## src/pit_pkg.sv

```systemverilog
// ##########################################################
// Shared types of the programmable interval timer covering
// control word views, counter modes, access formats and
// counter commands
// ##########################################################

`default_nettype none

package pit_pkg;

    // Control register sits above the three counter addresses
    localparam logic [1:0] ctrl_addr = 2'd3;

    // Supported counting modes as encoded in the control word
    typedef enum logic [2:0] {
        pit_mode_0 = 3'd0,
        pit_mode_2 = 3'd2,
        pit_mode_3 = 3'd3
    } pit_mode_e;

    // Access format with zero marking a counter latch command
    typedef enum logic [1:0] {
        pit_rw_latch   = 2'd0,
        pit_rw_lsb     = 2'd1,
        pit_rw_msb     = 2'd2,
        pit_rw_lsb_msb = 2'd3
    } pit_rw_e;

    // Mode command view. Mode field kept raw since 6 and 7 alias 2 and 3
    typedef struct packed {
        logic [1:0] sel;
        pit_rw_e    rw;
        logic [2:0] mode;
        logic       bcd;
    } pit_mode_fields_t;

    // Latch command view
    typedef struct packed {
        logic [1:0] sel;
        pit_rw_e    rw;
        logic [3:0] dont_care;
    } pit_latch_fields_t;

    typedef union packed {
        pit_mode_fields_t  mode_view;
        pit_latch_fields_t latch_view;
    } pit_ctrl_word_u;

    // Strobes in each per-counter command are single-cycle pulses
    typedef struct packed {
        logic           ctrl_valid;
        logic           data_valid;
        logic           latch_valid;
        logic           read_done;
        pit_ctrl_word_u ctrl;
        logic [7:0]     data;
    } pit_cmd_t;

endpackage

`default_nettype wire

```

## src/pit_bus_if.sv

```systemverilog
// ##########################################################
// Bus interface that samples the strobe bus, detects access
// edges and turns writes and read ends into counter commands
// ##########################################################

`timescale 1ns/1ps
`default_nettype none

module pit_bus_if import pit_pkg::*; #(
    parameter int unsigned num_counters = 3
) (
    input  logic       clock,
    input  logic       reset,
    input  logic       chip_select_n,
    input  logic       read_enable_n,
    input  logic       write_enable_n,
    input  logic [1:0] address,
    input  logic [7:0] data_in,
    output pit_cmd_t   cmd [num_counters],
    output logic       read_active
);

    logic           write_access;
    logic           write_q;
    logic           write_prev;
    logic           read_q;
    logic           read_prev;
    logic [1:0]     address_q;
    logic [7:0]     data_q;
    logic           write_start;
    logic           read_end;
    pit_ctrl_word_u ctrl_word;
    logic           ctrl_is_latch;
    logic [1:0]     ctrl_select;
    pit_cmd_t       cmd_next [num_counters];

    assign write_access = ~chip_select_n & ~write_enable_n;
    assign read_active  = ~chip_select_n & ~read_enable_n & write_enable_n;

    always_ff @(posedge clock or posedge reset) begin
        if (reset) begin
            write_q    <= 1'b0;
            write_prev <= 1'b0;
            read_q     <= 1'b0;
            read_prev  <= 1'b0;
        end else begin
            write_q    <= write_access;
            write_prev <= write_q;
            read_q     <= read_active;
            read_prev  <= read_q;
        end
    end

    // Address and data follow the bus only during an access,
    // so the address is still known when a read ends
    always_ff @(posedge clock) begin
        if (write_access || read_active) begin
            address_q <= address;
            data_q    <= data_in;
        end
    end

    assign write_start = write_q & ~write_prev;
    assign read_end    = ~read_q & read_prev;

    // Same byte decoded two ways
    assign ctrl_word     = data_q;
    assign ctrl_is_latch = (ctrl_word.latch_view.rw == pit_rw_latch);
    // Select field occupies the same bits in both views
    assign ctrl_select   = ctrl_word.mode_view.sel;

    always_comb begin
        for (int i = 0; i < num_counters; i++) begin
            cmd_next[i]      = '0;
            cmd_next[i].ctrl = ctrl_word;
            cmd_next[i].data = data_q;
            if (write_start) begin
                if (address_q == ctrl_addr) begin
                    // Select values past the last counter match nothing
                    if (ctrl_select == 2'(i)) begin
                        cmd_next[i].latch_valid = ctrl_is_latch;
                        cmd_next[i].ctrl_valid  = ~ctrl_is_latch;
                    end
                end else if (address_q == 2'(i)) begin
                    cmd_next[i].data_valid = 1'b1;
                end
            end
            if (read_end && address_q == 2'(i)) begin
                cmd_next[i].read_done = 1'b1;
            end
        end
    end

    always_ff @(posedge clock or posedge reset) begin
        if (reset) begin
            for (int i = 0; i < num_counters; i++) begin
                cmd[i] <= '0;
            end
        end else begin
            for (int i = 0; i < num_counters; i++) begin
                cmd[i] <= cmd_next[i];
            end
        end
    end

endmodule

`default_nettype wire

```

## src/pit_input_sync.sv

```systemverilog
// ##########################################################
// Counter input synchronizer with two flops on every count
// clock and gate and a rising-edge pulse on the count clocks
// ##########################################################

`timescale 1ns/1ps
`default_nettype none

module pit_input_sync #(
    parameter int unsigned num_counters = 3
) (
    input  logic                    clock,
    input  logic                    reset,
    input  logic [num_counters-1:0] counter_clock,
    input  logic [num_counters-1:0] counter_gate,
    output logic [num_counters-1:0] count_pulse,
    output logic [num_counters-1:0] gate_sync
);

    logic [num_counters-1:0] clock_meta;
    logic [num_counters-1:0] clock_sync;
    logic [num_counters-1:0] clock_prev;
    logic [num_counters-1:0] gate_meta;

    always_ff @(posedge clock or posedge reset) begin
        if (reset) begin
            clock_meta  <= '0;
            clock_sync  <= '0;
            clock_prev  <= '0;
            count_pulse <= '0;
            gate_meta   <= '0;
            gate_sync   <= '0;
        end else begin
            clock_meta <= counter_clock;
            clock_sync <= clock_meta;
            clock_prev <= clock_sync;
            // Registered edge pulse lands three clocks after the pin
            count_pulse <= clock_sync & ~clock_prev;
            gate_meta   <= counter_gate;
            gate_sync   <= gate_meta;
        end
    end

endmodule

`default_nettype wire

```

## src/pit_counter.sv

```systemverilog
// ##########################################################
// One 16-bit down counter with modes 0, 2 and 3, count
// loading, output latch and byte sequencing for bus access
// ##########################################################

`timescale 1ns/1ps
`default_nettype none

module pit_counter import pit_pkg::*; (
    input  logic       clock,
    input  logic       reset,
    input  pit_cmd_t   cmd,
    input  logic       count_pulse,
    input  logic       gate,
    output logic       out,
    output logic [7:0] read_byte
);

    pit_mode_e   mode;
    pit_mode_e   new_mode;
    pit_rw_e     rw;
    logic        running;
    logic        count_ready;
    logic        write_msb_next;
    logic        read_msb_next;
    logic        latched;
    logic [15:0] pending;
    logic [15:0] reload;
    logic [15:0] count;
    logic [15:0] latch;
    logic [15:0] count_next;
    logic [15:0] read_value;
    logic        write_done;
    logic        load_now;
    logic        step_now;
    logic        terminal;

    // Codes 6 and 7 alias modes 2 and 3; unsupported modes run as mode 0
    always_comb begin
        case (cmd.ctrl.mode_view.mode[1:0])
            2'b10:   new_mode = pit_mode_2;
            2'b11:   new_mode = pit_mode_3;
            default: new_mode = pit_mode_0;
        endcase
    end

    assign write_done = cmd.data_valid & ((rw != pit_rw_lsb_msb) | write_msb_next);
    assign load_now   = count_pulse & gate & count_ready;
    assign step_now   = count_pulse & gate & running & ~count_ready;

    always_comb begin
        terminal   = 1'b0;
        count_next = count - 16'd1;
        case (mode)
            pit_mode_2: begin
                terminal = (count == 16'd1);
                if (terminal) begin
                    count_next = reload;
                end
            end
            pit_mode_3: begin
                // Odd counts drop by one first, so the high half is one longer
                terminal = (count == 16'd2);
                if (terminal) begin
                    count_next = out ? {reload[15:1], 1'b0} : reload;
                end else if (!count[0]) begin
                    count_next = count - 16'd2;
                end
            end
            default: terminal = (count == 16'd1);
        endcase
    end

    always_ff @(posedge clock or posedge reset) begin
        if (reset) begin
            mode           <= pit_mode_0;
            rw             <= pit_rw_lsb;
            out            <= 1'b1;
            running        <= 1'b0;
            count_ready    <= 1'b0;
            write_msb_next <= 1'b0;
            read_msb_next  <= 1'b0;
            latched        <= 1'b0;
        end else if (cmd.ctrl_valid) begin
            mode           <= new_mode;
            rw             <= cmd.ctrl.mode_view.rw;
            out            <= (new_mode != pit_mode_0);
            running        <= 1'b0;
            count_ready    <= 1'b0;
            write_msb_next <= 1'b0;
            read_msb_next  <= 1'b0;
            latched        <= 1'b0;
        end else begin
            if (load_now) begin
                count_ready <= 1'b0;
                running     <= 1'b1;
                out         <= (mode != pit_mode_0);
            end else if (step_now) begin
                case (mode)
                    pit_mode_2: begin
                        if (terminal) begin
                            out <= 1'b1;
                        end else if (count == 16'd2) begin
                            out <= 1'b0;
                        end
                    end
                    pit_mode_3: begin
                        if (terminal) begin
                            out <= ~out;
                        end
                    end
                    default: begin
                        if (terminal) begin
                            out <= 1'b1;
                        end
                    end
                endcase
            end
            // A completed write queues the count for the next pulse
            if (cmd.data_valid && rw == pit_rw_lsb_msb) begin
                write_msb_next <= ~write_msb_next;
            end
            if (write_done) begin
                count_ready <= 1'b1;
            end
            if (cmd.latch_valid && !latched) begin
                latched       <= 1'b1;
                read_msb_next <= 1'b0;
            end
            // Latch releases once its last byte has been read
            if (cmd.read_done) begin
                if (rw == pit_rw_lsb_msb) begin
                    read_msb_next <= ~read_msb_next;
                    if (read_msb_next) begin
                        latched <= 1'b0;
                    end
                end else begin
                    latched <= 1'b0;
                end
            end
        end
    end

    always_ff @(posedge clock) begin
        if (cmd.data_valid) begin
            case (rw)
                pit_rw_msb: pending <= {cmd.data, 8'h00};
                pit_rw_lsb_msb: begin
                    if (write_msb_next) begin
                        pending[15:8] <= cmd.data;
                    end else begin
                        pending[7:0] <= cmd.data;
                    end
                end
                default: pending <= {8'h00, cmd.data};
            endcase
        end
        if (load_now) begin
            count  <= pending;
            reload <= pending;
        end else if (step_now) begin
            count <= count_next;
        end
        if (cmd.latch_valid && !latched) begin
            latch <= count;
        end
    end

    assign read_value = latched ? latch : count;

    always_comb begin
        case (rw)
            pit_rw_msb:     read_byte = read_value[15:8];
            pit_rw_lsb_msb: read_byte = read_msb_next ? read_value[15:8] : read_value[7:0];
            default:        read_byte = read_value[7:0];
        endcase
    end

endmodule

`default_nettype wire

```

## src/pit_read_mux.sv

```systemverilog
// ##########################################################
// Read data mux that picks the addressed counter's byte and
// drives the data output enable during a read
// ##########################################################

`timescale 1ns/1ps
`default_nettype none

module pit_read_mux #(
    parameter int unsigned num_counters = 3
) (
    input  logic [7:0] read_byte [num_counters],
    input  logic [1:0] address,
    input  logic       read_active,
    output logic [7:0] data_out,
    output logic       data_out_enable
);

    logic [7:0] selected;

    // Control address and missing counters read as zero
    always_comb begin
        selected = 8'h00;
        for (int i = 0; i < num_counters; i++) begin
            if (address == 2'(i)) begin
                selected = read_byte[i];
            end
        end
    end

    // Bus stays quiet outside a read
    assign data_out        = read_active ? selected : 8'h00;
    assign data_out_enable = read_active;

endmodule

`default_nettype wire

```

## src/pit_top.sv

```systemverilog
// ##########################################################
// Programmable interval timer top joining the bus interface,
// input synchronizer, counter array and read data mux
// ##########################################################

`timescale 1ns/1ps
`default_nettype none

module pit_top import pit_pkg::*; #(
    parameter int unsigned num_counters = 3
) (
    input  logic                    clock,
    input  logic                    reset,
    input  logic                    chip_select_n,
    input  logic                    read_enable_n,
    input  logic                    write_enable_n,
    input  logic [1:0]              address,
    input  logic [7:0]              data_in,
    input  logic [num_counters-1:0] clock_in,
    input  logic [num_counters-1:0] gate_in,
    output logic [7:0]              data_out,
    output logic                    data_out_enable,
    output logic [num_counters-1:0] out
);

    pit_cmd_t                cmd [num_counters];
    logic [7:0]              read_byte [num_counters];
    logic [num_counters-1:0] count_pulse;
    logic [num_counters-1:0] gate_sync;
    logic                    read_active;

    pit_bus_if #(.num_counters(num_counters)) pit_bus_if_i (
        .clock          (clock),
        .reset          (reset),
        .chip_select_n  (chip_select_n),
        .read_enable_n  (read_enable_n),
        .write_enable_n (write_enable_n),
        .address        (address),
        .data_in        (data_in),
        .cmd            (cmd),
        .read_active    (read_active)
    );

    pit_input_sync #(.num_counters(num_counters)) pit_input_sync_i (
        .clock         (clock),
        .reset         (reset),
        .counter_clock (clock_in),
        .counter_gate  (gate_in),
        .count_pulse   (count_pulse),
        .gate_sync     (gate_sync)
    );

    for (genvar i = 0; i < num_counters; i++) begin : gen_counter
        pit_counter pit_counter_i (
            .clock       (clock),
            .reset       (reset),
            .cmd         (cmd[i]),
            .count_pulse (count_pulse[i]),
            .gate        (gate_sync[i]),
            .out         (out[i]),
            .read_byte   (read_byte[i])
        );
    end

    pit_read_mux #(.num_counters(num_counters)) pit_read_mux_i (
        .read_byte       (read_byte),
        .address         (address),
        .read_active     (read_active),
        .data_out        (data_out),
        .data_out_enable (data_out_enable)
    );

endmodule

`default_nettype wire

```

## config.mk

```make
export PLATFORM = sky130hd
export DESIGN_NAME = pit_top
export DESIGN_NICKNAME = d
export VERILOG_FILES = /design/src/pit_pkg.sv /design/src/pit_bus_if.sv /design/src/pit_input_sync.sv /design/src/pit_counter.sv /design/src/pit_read_mux.sv /design/src/pit_top.sv
export SDC_FILE = /design/constraint.sdc
export NUM_CORES = 1
export LEC_CHECK = 0
export ABC_CLOCK_PERIOD_IN_PS = 2300
export BUFFER_PORTS_ARGS = -buffer_cell sky130_fd_sc_hd__buf_2
export CAP_MARGIN = 0
export CORE_UTILIZATION = 50
export DETAILED_ROUTE_END_ITERATION = 8
export PLACE_DENSITY = 0.69
export SYNTH_ARGS = -nofsm -noshare
export SYNTH_HDL_FRONTEND = slang
export SYNTH_SLANG_ARGS = --single-unit
export TNS_END_PERCENT = 1
```

## constraint.sdc

```tcl
create_clock -name clock -period 2.3 [get_ports clock]
set_input_delay 0.345 -clock clock [delete_from_list [all_inputs] [get_ports clock]]
set_output_delay 0.345 -clock clock [all_outputs]
set_load 0.02 [all_outputs]
```

# After elaboration in Yosys (flattened, before gate mapping)
# Cells that the tools add are included.
word_totals:
  register_bits: 277
op_classes:
  n_addsub: 6
  bitwise_logic: 43
  eq_ne: 39
  reduce_logical: 51
  mux: 143
ops:
  columns: ["cell", "n"]
  rows:
  - ["$mux 16", 18]
  - ["$pmux 16 s2", 6]
  - ["$mux 8", 13]
  - ["$mux 1", 96]
  - ["$eq 16x1->1 const B", 3]
  - ["$eq 16x2->1 const B", 3]
  - ["$pmux 8 s2", 3]
  - ["$sub 16x1->16 const B", 3]
  - ["$sub 16x2->16 const B", 3]
  - ["$reduce_bool 3->1", 10]
  - ["$eq 2x2->1 const B", 12]
  - ["$reduce_bool 4->1", 6]
  - ["$and 1x1->1", 20]
  - ["$eq 3x2->1 const B", 6]
  - ["$not 1->1", 18]
  - ["$reduce_bool 2->1", 9]
  - ["$ne 2x2->1 const B", 6]
  - ["$ne 4x2->1 const B", 3]
  - ["$reduce_and 2->1", 6]
  - ["$reduce_and 4->1", 3]
  - ["$logic_and 1x1->1", 9]
  - ["$mux 3", 3]
  - ["$logic_not 2->1", 4]
  - ["$eq 2x1->1 const B", 3]
  - ["8 further kinds", 16]

# Logic depth before layout (Yosys ltp)
# Gate-level depths: netlist of run 1.
depth:
  word_depth: 7
  mapped_depth: 10
  depth_no_buf: 8

# Cells and area by module
# Synthesis of run 1 repeated with hierarchy kept, for this count alone.
unflattened:
  cells_unflattened: 1148
  hier_area_um2: 13942.1
modules_own_cells:
  columns: ["module", "area_each_um2", "cells_each", "n_inst"]
  rows:
  - ["pit_counter at gen_counter[0].pit_counter_i ...", 3975.1, 333, 2]
  - ["pit_counter at gen_counter[2].pit_counter_i", 3857.4, 324, 1]
  - ["pit_bus_if", 1361.3, 100, 1]
  - ["pit_input_sync", 495.5, 22, 1]
  - ["pit_read_mux", 277.8, 36, 1]

# Least setup slack after synthesis of run 1
# OpenSTA, ideal clock, no wires.
synth_timing:
  kind: "reg2reg"
  start: "register gen_counter[2].pit_counter_i.count[8]"
  end: "register gen_counter[2].pit_counter_i.count[8] (data pin)"
  n_path_buf: 3
  stages_incl_launch_ff: 10
  t_arrival_ns: 2.212
  path_slack_ns: -0.174
  setup_time_ns: 0.262
  path_cell_list: "edfxtp_1 buf_6 or4_4 buf_6 nor4_4 a21o_1 buf_4 o21ai_2 a222oi_1 o21ai_1"
synth_via:
  elab_chain_len: 6
  elab_cells_between_ends: 10
  classes_between: "add/sub (2); eq/ne (2); mux (6)"
synth_rtl:
  columns: ["element", "line_no", "text"]
  rows:
  - ["start, declared", "pit_counter.sv:29", "logic [15:0] count;"]
  - ["start signal, assigned", "pit_counter.sv:159", "count <= pending;"]
  - ["start signal, assigned", "pit_counter.sv:162", "count <= count_next;"]
  - ["$sub 16x2->16 / $sub 16x1->16 (equally long branches)", "pit_counter.sv:67, pit_counter.sv:53", null]
  - ["$mux 16", "pit_counter.sv:66", "end else if (!count[0]) begin"]
  - ["$mux 16", "pit_counter.sv:64", "if (terminal) begin"]
  - ["$pmux 16 s2 *", "pit_counter.sv:54", "case (mode)"]
  - ["$mux 16 *", "pit_counter.sv:161", "end else if (step_now) begin"]
  - ["$mux 16 *", "pit_counter.sv:158", "if (load_now) begin"]
# Every way passes the cells marked *; elsewhere a longest branch is shown, timed or not. The select of a mux whose other input is x is not followed.
# A chain may end at the register's enable or synchronous reset.

# Worst setup path after layout of run 1
layout_timing:
  start: "register gen_counter[0].pit_counter_i.rw[0]"
  end: "output data_out[4]"
layout_via:
  elab_chain_len: 6
  elab_cells_between_ends: 7
  classes_between: "eq/ne (2); mux (5)"
layout_rtl:
  columns: ["element", "line_no", "text"]
  rows:
  - ["start, declared", "pit_counter.sv:21", "pit_rw_e rw;"]
  - ["start signal, assigned", "pit_counter.sv:77", "rw <= pit_rw_lsb;"]
  - ["start signal, assigned", "pit_counter.sv:86", "rw <= cmd.ctrl.mode_view.rw;"]
  - ["$eq 2x2->1", "pit_counter.sv:172", "case (rw)"]
  - ["$pmux 8 s2 *", "pit_counter.sv:172", null]
  - ["$mux 8 * (3 in series)", "pit_read_mux.sv:25", "if (address == 2'(i)) begin"]
  - ["$mux 8 *", "pit_read_mux.sv:32", "assign data_out = read_active ? selected : 8'h00;"]
  - ["end, declared", "pit_top.sv:21", "output logic [7:0] data_out,"]
# Every way passes the cells marked *; elsewhere a longest branch is shown, timed or not.

==> run_results.csv, run 1 <==
group,metric,value,unit
run,cap_viol_max_count,0,
power,leakage,5.91,nW
clock_network,worstSkewPairLatency,0.55,ns
global_routing,grt_pass1_vias,9224,
routing,viasPerCell,5.89,
critical_path,startpoint_type,"flip-flop",
floorplan,ios,33,
cells_and_area,design_area,15900,um2
critical_path,cp_slowest_cell,"dfstp_2",
status,outcome,"complete, but fails checks",
timing,fmax,347,MHz
floorplan,die_w,163,um
power,power,12.0,mW
floorplan,coreArea,25300,um2
floorplan,dieHeight,163,um
timing,finalMaxSlewViolations,0,
synthesis,synth_ff_type,"edfxtp_1",
global_routing,grt_use_total,25.1,%
timing,worstMarginPinSlew,0.645,ns
routing,vias,9435,
clock_network,clock_path_buffers,3,
global_routing,grt_first_pass_wirelength,50.9,mm
floorplan,initial_core_util,51.3,%
clock_network,cts_tree,"built",
synthesis,ys_types,72,
synthesis,synth.avg_cell_area,12.1,um2
global_routing,antenna_found_initial,3,
routing,firstDrtPassIters,5,
routing,routedWlPerCell,20.3,um
clock_network,root_buffer,"clkbuf_16",
floorplan,core.rowCount,58,
cells_and_area,drive_above_1_share,25.6,%
critical_path,crit_required,1.96,ns
critical_path,cp_max_fo,8,
synthesis,yosys_register_bits,274,
placed_design,place.gp.congestion,0.896,
synthesis,synth_edf_count,202,
synthesis,syn_inst,1072,
clock_network,cts-buffers-inserted,29,
timing,tns,-4.80,ns
critical_path,max_stage_delay,0.54,ns
routing,drtIter0Drc,958,
cells_and_area,seqCellArea,7880,um2
synthesis,yosysWarnings,0,
critical_path,crit_path_end_kind,"output pin",
cells_and_area,fill_cells,1945,
critical_path,criticalPathCategory,"flip-flop to output pin",
synthesis,synth_nets,1108,
synthesis,synth_area,13000,um2
cells_and_area,multi_input_comb_area,4970,um2
clock_network,path_clk_slew,0.06,ns
timing,min_period,2.88,ns
cells_and_area,area_growth,22.3,%
timing,final_hold_viol_count,0,
placed_design,dpl.hpwl,23.0,mm
routing,drt.antenna.violating_nets,0,
placed_design,dpl_cell_area,14500,um2
synthesis,ys_seq_area_share,60.6,%
power,powerDensity,758,nW/um2
cells_and_area,nNetsFinal,1286,
clock_network,cts_num_sinks,274,
synthesis,async_reset_ff_share,26.3,%
clock_network,h-tree-depth,1,
status,violations,"negative setup slack",
global_routing,grt_max_degree,50,
placed_design,port_buffers,32,
routing,totalWireLength,32.5,mm
floorplan,die_area,26600,um2
timing,fin_skew,0.0153,ns
cells_and_area,fin_util,62.7,%
timing,period_share,125,%
routing,drc,0,
critical_path,arrival,2.54,ns
global_routing,gr-total-overflow,0,
critical_path,cp_cell_sequence,"inv_2 -> o21ai_2 -> buf_12 -> mux4_2 -> nor2b_4 -> a211oi_2 -> a211oi_1 -> buf_2",
timing,setup_viol,21,
timing,relSlewSlack,57.0,%
power,peakVddDrop,736,uV
timing,rsz0062_at_grt,"true",
worst_hold_path,hold_path.class,"input port to flip-flop",
timing,postLayoutSetupSlackWorst,-0.583,ns
[metal layers]
metal	global-route usage [%]	vias up	part of all wire, %
li1	-	4346	-
met1	35.6	4626	43
met2	39.1	399	46
met3	4.52	62	7.8
met4	8.07	2	2.6
met5	0	-	0.040
[cells by family after synthesis]
kind of cell	after synthesis	share of synthesized area, %
and+or+nand+nor	400	16.0
adders and majority gates	15	1.44
AOI/OAI and AO/OA	218	11.0
xor gates and xnor gates	46	3.10
muxes	35	5.09
DFF	274	60.6
buffers and inverters	84	2.78
[layout by cell type, fill, tap and decap left out, types with 6 or more instances in the layout]
cell and instances:
nor4_1 11, dlygate4sd3_1 17, o21a_1 6, mux4_2 24, nand2_1 88, nand3_1 20
nor2_1 101, a22oi_1 7, or3_1 6, clkinv_2 7, dfrtp_1 66, nor2b_1 14
buf_2 30, xor2_1 20, nor3_1 30, o21ai_1 16, o21ai_0 38, or4_4 6
a31oi_1 17, buf_4 147, mux2_2 9, a211oi_2 7, and2_1 52, a221oi_1 6
clkbuf_16 32, edfxtp_1 202, clkbuf_1 6, inv_1 27, ha_1 11, dfstp_2 6
nand2b_1 20, xnor2_1 25, a21oi_1 47, a211oi_1 11
[area by class of cell]
cell class	instances	area share (%)
antenna	1	0.0157
sequential	274	49.6
multi-input combinational	714	31.3
tap	330	2.60
timing repair buffer	201	9.73
clock buffer	43	5.61
clock inverter	10	0.496
inverter	30	0.716
[flip-flops by register name, summed over array words and instances (netlist names), 6 cells and up]
signal,count
gen_counter.pit_counter_i.rw,6
gen_counter.pit_counter_i.mode,6
gen_counter.pit_counter_i.latch,48
pit_bus_if_i.ctrl_word,8
gen_counter.pit_counter_i.reload,48
gen_counter.pit_counter_i.pending,48
pit_bus_if_i.cmd,20
gen_counter.pit_counter_i.count,48
[worst max-delay path, delay by kind of cell (launching register included)]
kind,cells,cell delay (ns)
buffers and inverters,3,0.39
flip-flops,1,0.54
multiplexers,1,0.50
AO/OA/AOI/OAI,3,0.41
AND/OR/NAND/NOR,1,0.14
[worst paths after layout]
| path | from | endpoint | slack (ns) | cells after the start |
|---|---|---|---|---|
| min in group asynchronous | reset | pit_input_sync_i.gate_meta[2]$_DFF_PP0_ | 0.34 | 3 |
| worst min-delay path | chip_select_n | pit_bus_if_i.ctrl_word[4]$_DFFE_PP_ | 0.28 | 3 |
| max in group asynchronous | reset | gen_counter[1].pit_counter_i.rw[0]$_DFFE_PP1P_ | 1.28 | 4 |
| worst max-delay path | gen_counter[0].pit_counter_i.rw[0]$_DFFE_PP1P_ | data_out[4] | -0.58 | 8 |
| worst min register to register | pit_input_sync_i.gate_meta[2]$_DFF_PP0_ | pit_input_sync_i.gate_sync[2]$_DFF_PP0_ | 0.35 | 0 |
| worst max register to register | gen_counter[2].pit_counter_i.count[12]$_DFFE_PP_ | gen_counter[2].pit_counter_i.count[8]$_DFFE_PP_ | -0.12 | 6 |
[synth_stat cells, types with 5 or more instances]
| cell | instances | area [um2] |
|---|---|---|
| o22ai_1 | 5 | 31.3 |
| a21boi_0 | 6 | 45.0 |
| mux2_2 | 9 | 101 |
| nor3_1 | 31 | 155 |
| buf_4 | 6 | 45.0 |
| o21ai_0 | 46 | 230 |
| nor2_1 | 102 | 383 |
| nand2_1 | 88 | 330 |
| or4_1 | 9 | 67.6 |
| nor4_1 | 13 | 81.3 |
| mux4_2 | 24 | 541 |
| o21a_1 | 6 | 45.0 |
| clkbuf_1 | 38 | 143 |
| a31oi_1 | 17 | 106 |
| a21oi_1 | 48 | 240 |
| a211oi_1 | 18 | 135 |
| or3_1 | 6 | 37.5 |
| xor2_1 | 21 | 184 |
| xnor2_1 | 25 | 219 |
| and3_1 | 7 | 43.8 |
| dfstp_2 | 6 | 158 |
| o21ai_1 | 9 | 45.0 |
| buf_2 | 7 | 35.0 |
| a22oi_1 | 8 | 60.1 |
| dfrtp_1 | 66 | 1650 |
| ha_1 | 15 | 188 |
| edfxtp_1 | 202 | 6070 |
| nand3_1 | 21 | 105 |
| nor2b_1 | 19 | 119 |
| a221oi_1 | 7 | 61.3 |
| nand2b_1 | 20 | 125 |
| and2_1 | 52 | 325 |
| inv_1 | 29 | 109 |
| nand4_1 | 5 | 31.3 |
[per-stage QoR]
stage / hold slack (ns) / cells / setup slack, ns
6_report: 0.284 / 1603 / -0.583
4_1_cts: 0.256 / 1602 / -0.583
5_1_grt: 0.269 / 1603 / -0.675
2_1_floorplan: 0.331 / 1072 / -0.174
3_5_place_dp: 0.335 / 1530 / -0.115
3_3_place_gp: 0.333 / 1530 / -0.0538
[what timing repair did]
item                                    CTS  global route
endpoints found under the hold margin    36             0
setup buffers                             2             0
resized for setup                        25            36
gates cloned                              0             0
endpoints found under the setup margin   37            54
hold buffers                             17             0
pin swaps                                13            11
[report_power, final]
| group | total [mW] | internal [mW] | switching [mW] |
|---|---|---|---|
| registers | 5.86 | 5.62 | 0.242 |
| clock network | 4.71 | 2.79 | 1.92 |
| logic | 1.48 | 0.697 | 0.783 |
Note: power is estimated with default switching activity, not from simulation.
==> run 2: changes to the inputs <==
==> constraint.sdc (replaced) <==
create_clock -name clock -period 2.3 [get_ports clock]
set_input_delay 0.46 -clock clock [delete_from_list [all_inputs] [get_ports clock]]
set_output_delay 0.46 -clock clock [all_outputs]
set_load 0.02 [all_outputs]
==> run 2 against run 1 <==
Against the previous run:
- the flow still finishes with violations (negative setup slack)
- final cell count decreased by 0.50%
- count of clock-buffer cells in the layout decreased by 2
- combinational power increased by 3%
- flip-flop and latch count unchanged
- power increased by 1.6%
- critical endpoint is now data_out[5]
==> run_results.csv, run 2 (same netlist as run 1, synthesis figures left out) <==
group,metric,value,unit
clock_network,cts_tree,"built",
timing,finalMaxSlewViolations,0,
clock_network,path_clk_slew,0.06,ns
cells_and_area,seqCellArea,7880,um2
cells_and_area,design_area,15900,um2
global_routing,grt_pass1_vias,8800,
status,outcome,"complete, but fails checks",
global_routing,antenna_found_initial,2,
cells_and_area,fill_cells,1892,
power,pwr-share-comb,12.4,%
placed_design,dpl.hpwl,23.5,mm
placed_design,port_buffers,32,
timing,min_period,3.02,ns
floorplan,die_w,163,um
floorplan,die_area,26600,um2
routing,vias,9350,
clock_network,cts_num_sinks,274,
timing,rsz0062_at_grt,"true",
cells_and_area,n_antenna_cell,0,
power,clkPwrFrac,39.9,%
timing,fmax,331,MHz
power,power,12.2,mW
floorplan,coreArea,25300,um2
placed_design,dpl_cell_area,14600,um2
clock_network,clock_path_buffers,3,
power,switchingPower,2.97,mW
status,violations,"negative setup slack",
critical_path,arrival,2.56,ns
global_routing,grt_first_pass_wirelength,49.7,mm
critical_path,criticalPathCategory,"flip-flop to output pin",
global_routing,gr-total-overflow,0,
critical_path,startpoint_type,"flip-flop",
clock_network,h-tree-depth,1,
routing,viasPerCell,5.86,
critical_path,max_stage_delay,0.54,ns
critical_path,crit_required,1.84,ns
clock_network,root_buffer,"clkbuf_16",
floorplan,core.rowCount,58,
critical_path,worst_path_most_repeated_cell,"a211oi_2",
routing,routedWlPerCell,20.1,um
floorplan,dieHeight,163,um
floorplan,initial_core_util,51.3,%
global_routing,grt_use_total,24.6,%
timing,postLayoutSetupSlackWorst,-0.723,ns
critical_path,cp_max_fo,8,
critical_path,cp_cell_sequence,"inv_2 -> o21ai_4 -> buf_12 -> mux4_2 -> nor2b_4 -> a211oi_2 -> a211oi_2 -> buf_4",
cells_and_area,nNetsFinal,1277,
global_routing,grt_max_degree,32,
power,leakage,5.93,nW
cells_and_area,multi_input_comb_area,5000,um2
routing,totalWireLength,32.1,mm
cells_and_area,drive_above_1_share,26.2,%
timing,tns,-6.18,ns
routing,drc,0,
power,powerDensity,771,nW/um2
worst_hold_path,hold_path.class,"input port to flip-flop",
timing,period_share,131,%
cells_and_area,final_cell_mix,"202 x edfxtp_1, 146 x buf_4, 101 x nor2_1, 88 x nand2_1, 66 x dfrtp_1",
cells_and_area,final_common_cell,"edfxtp_1",
timing,fin_skew,0.0192,ns
power,power.internal,9.27,mW
timing,setup_viol,23,
placed_design,place.gp.congestion,0.920,
routing,drt.antenna.violating_nets,0,
critical_path,crit_path_end_kind,"output pin",
floorplan,ios,33,
timing,hold_ws,0.0658,ns
run,cap_viol_max_count,0,
timing,worstMarginPinSlew,0.677,ns
clock_network,worstSkewPairLatency,0.57,ns
cells_and_area,area_growth,22.3,%
clock_network,cts-buffers-inserted,30,
power,seqPwrFrac,47.7,%
power,peakVddDrop,659,uV
routing,firstDrtPassIters,5,
power,switching_share,24.3,%
timing,relSlewSlack,53.7,%
critical_path,cp_slowest_cell,"dfstp_2",
routing,drtIter0Drc,1061,
timing,final_hold_viol_count,0,
[run 2: changes by cell type in the layout (fill, tap and decap cells not counted), moves of 3 or more]
cell           before  now
ha_2                4    0
a211oi_1           11    8
inv_4               3    0
dlygate4sd3_1      17    7
a211oi_2            7   10
clkinv_2            7   10
nor2b_4             2    5
ha_1               11   15
[run 2: path summary, 6_finish.rpt]
check	start	end	slack (ns)	cells past startpoint
min in group asynchronous	reset	pit_input_sync_i.clock_meta[0]$_DFF_PP0_	0.44	3
setup reg to reg	gen_counter[2].pit_counter_i.count[7]$_DFFE_PP_	gen_counter[2].pit_counter_i.count[10]$_DFFE_PP_	-0.11	7
setup / recovery	gen_counter[0].pit_counter_i.rw[0]$_DFFE_PP1P_	data_out[5]	-0.72	8
max in group asynchronous	reset	gen_counter[2].pit_counter_i.rw[0]$_DFFE_PP1P_	1.21	4
hold reg to reg	pit_input_sync_i.clock_meta[1]$_DFF_PP0_	pit_input_sync_i.clock_sync[1]$_DFF_PP0_	0.35	0
hold / removal	data_in[7]	pit_bus_if_i.ctrl_word[7]$_DFFE_PP_	0.07	1
[run 2: power by group through the flow]
stage	logic [mW]	registers (mW)	clock network (mW)
finish	1.52	5.84	4.88
global route	1.65	5.86	5.16
CTS	1.50	5.83	4.96
detailed placement	1.44	5.93	0
global placement	1.42	5.91	0
floorplan	0.933	5.86	0
[run 2: area by class of cell]
type	count	area share [%]
Sequential cell	274	49.6
Multi-Input combinational cell	714	31.5
Timing Repair Buffer	191	9.18
Clock buffer	41	5.36
Tap cell	330	2.60
Clock inverter	15	1.13
Inverter	30	0.716
[run 2: routing by layer]
| metal | share of wire (%) | track usage, % | up-vias |
|---|---|---|---|
| met5 | 0 | 0 | - |
| li1 | - | - | 4330 |
| met2 | 42 | 34.6 | 435 |
| met4 | 1.8 | 5.35 | 0 |
| met1 | 47 | 40.0 | 4534 |
| met3 | 9.2 | 3.56 | 51 |
[run 2: metrics by stage]
step	util [%]	setup WS [ns]	instances
after floorplan	-	-0.174	1072
after global placement	57.5	-0.208	1531
after detailed placement	57.5	-0.246	1531
after CTS	62.3	-0.746	1595
after global routing	62.8	-0.814	1595
final	62.8	-0.723	1595
[run 2: critical path: cells and delay by family (launching register included)]
family | cells | cell delay (ns)
flip-flops | 1 | 0.54
multiplexers | 1 | 0.49
AO/OA/AOI/OAI | 3 | 0.42
buffers and inverters | 3 | 0.40
AND/OR/NAND/NOR | 1 | 0.14
[run 2: what timing repair did]
action | in CTS | in global routing
pin swaps | 17 | 10
cloned | 0 | 0
endpoints found under the hold margin | 30 | 0
buffers inserted | 1 | 0
hold buffers | 7 | 0
gates resized for setup | 31 | 31
endpoints found under the setup margin | 43 | 56
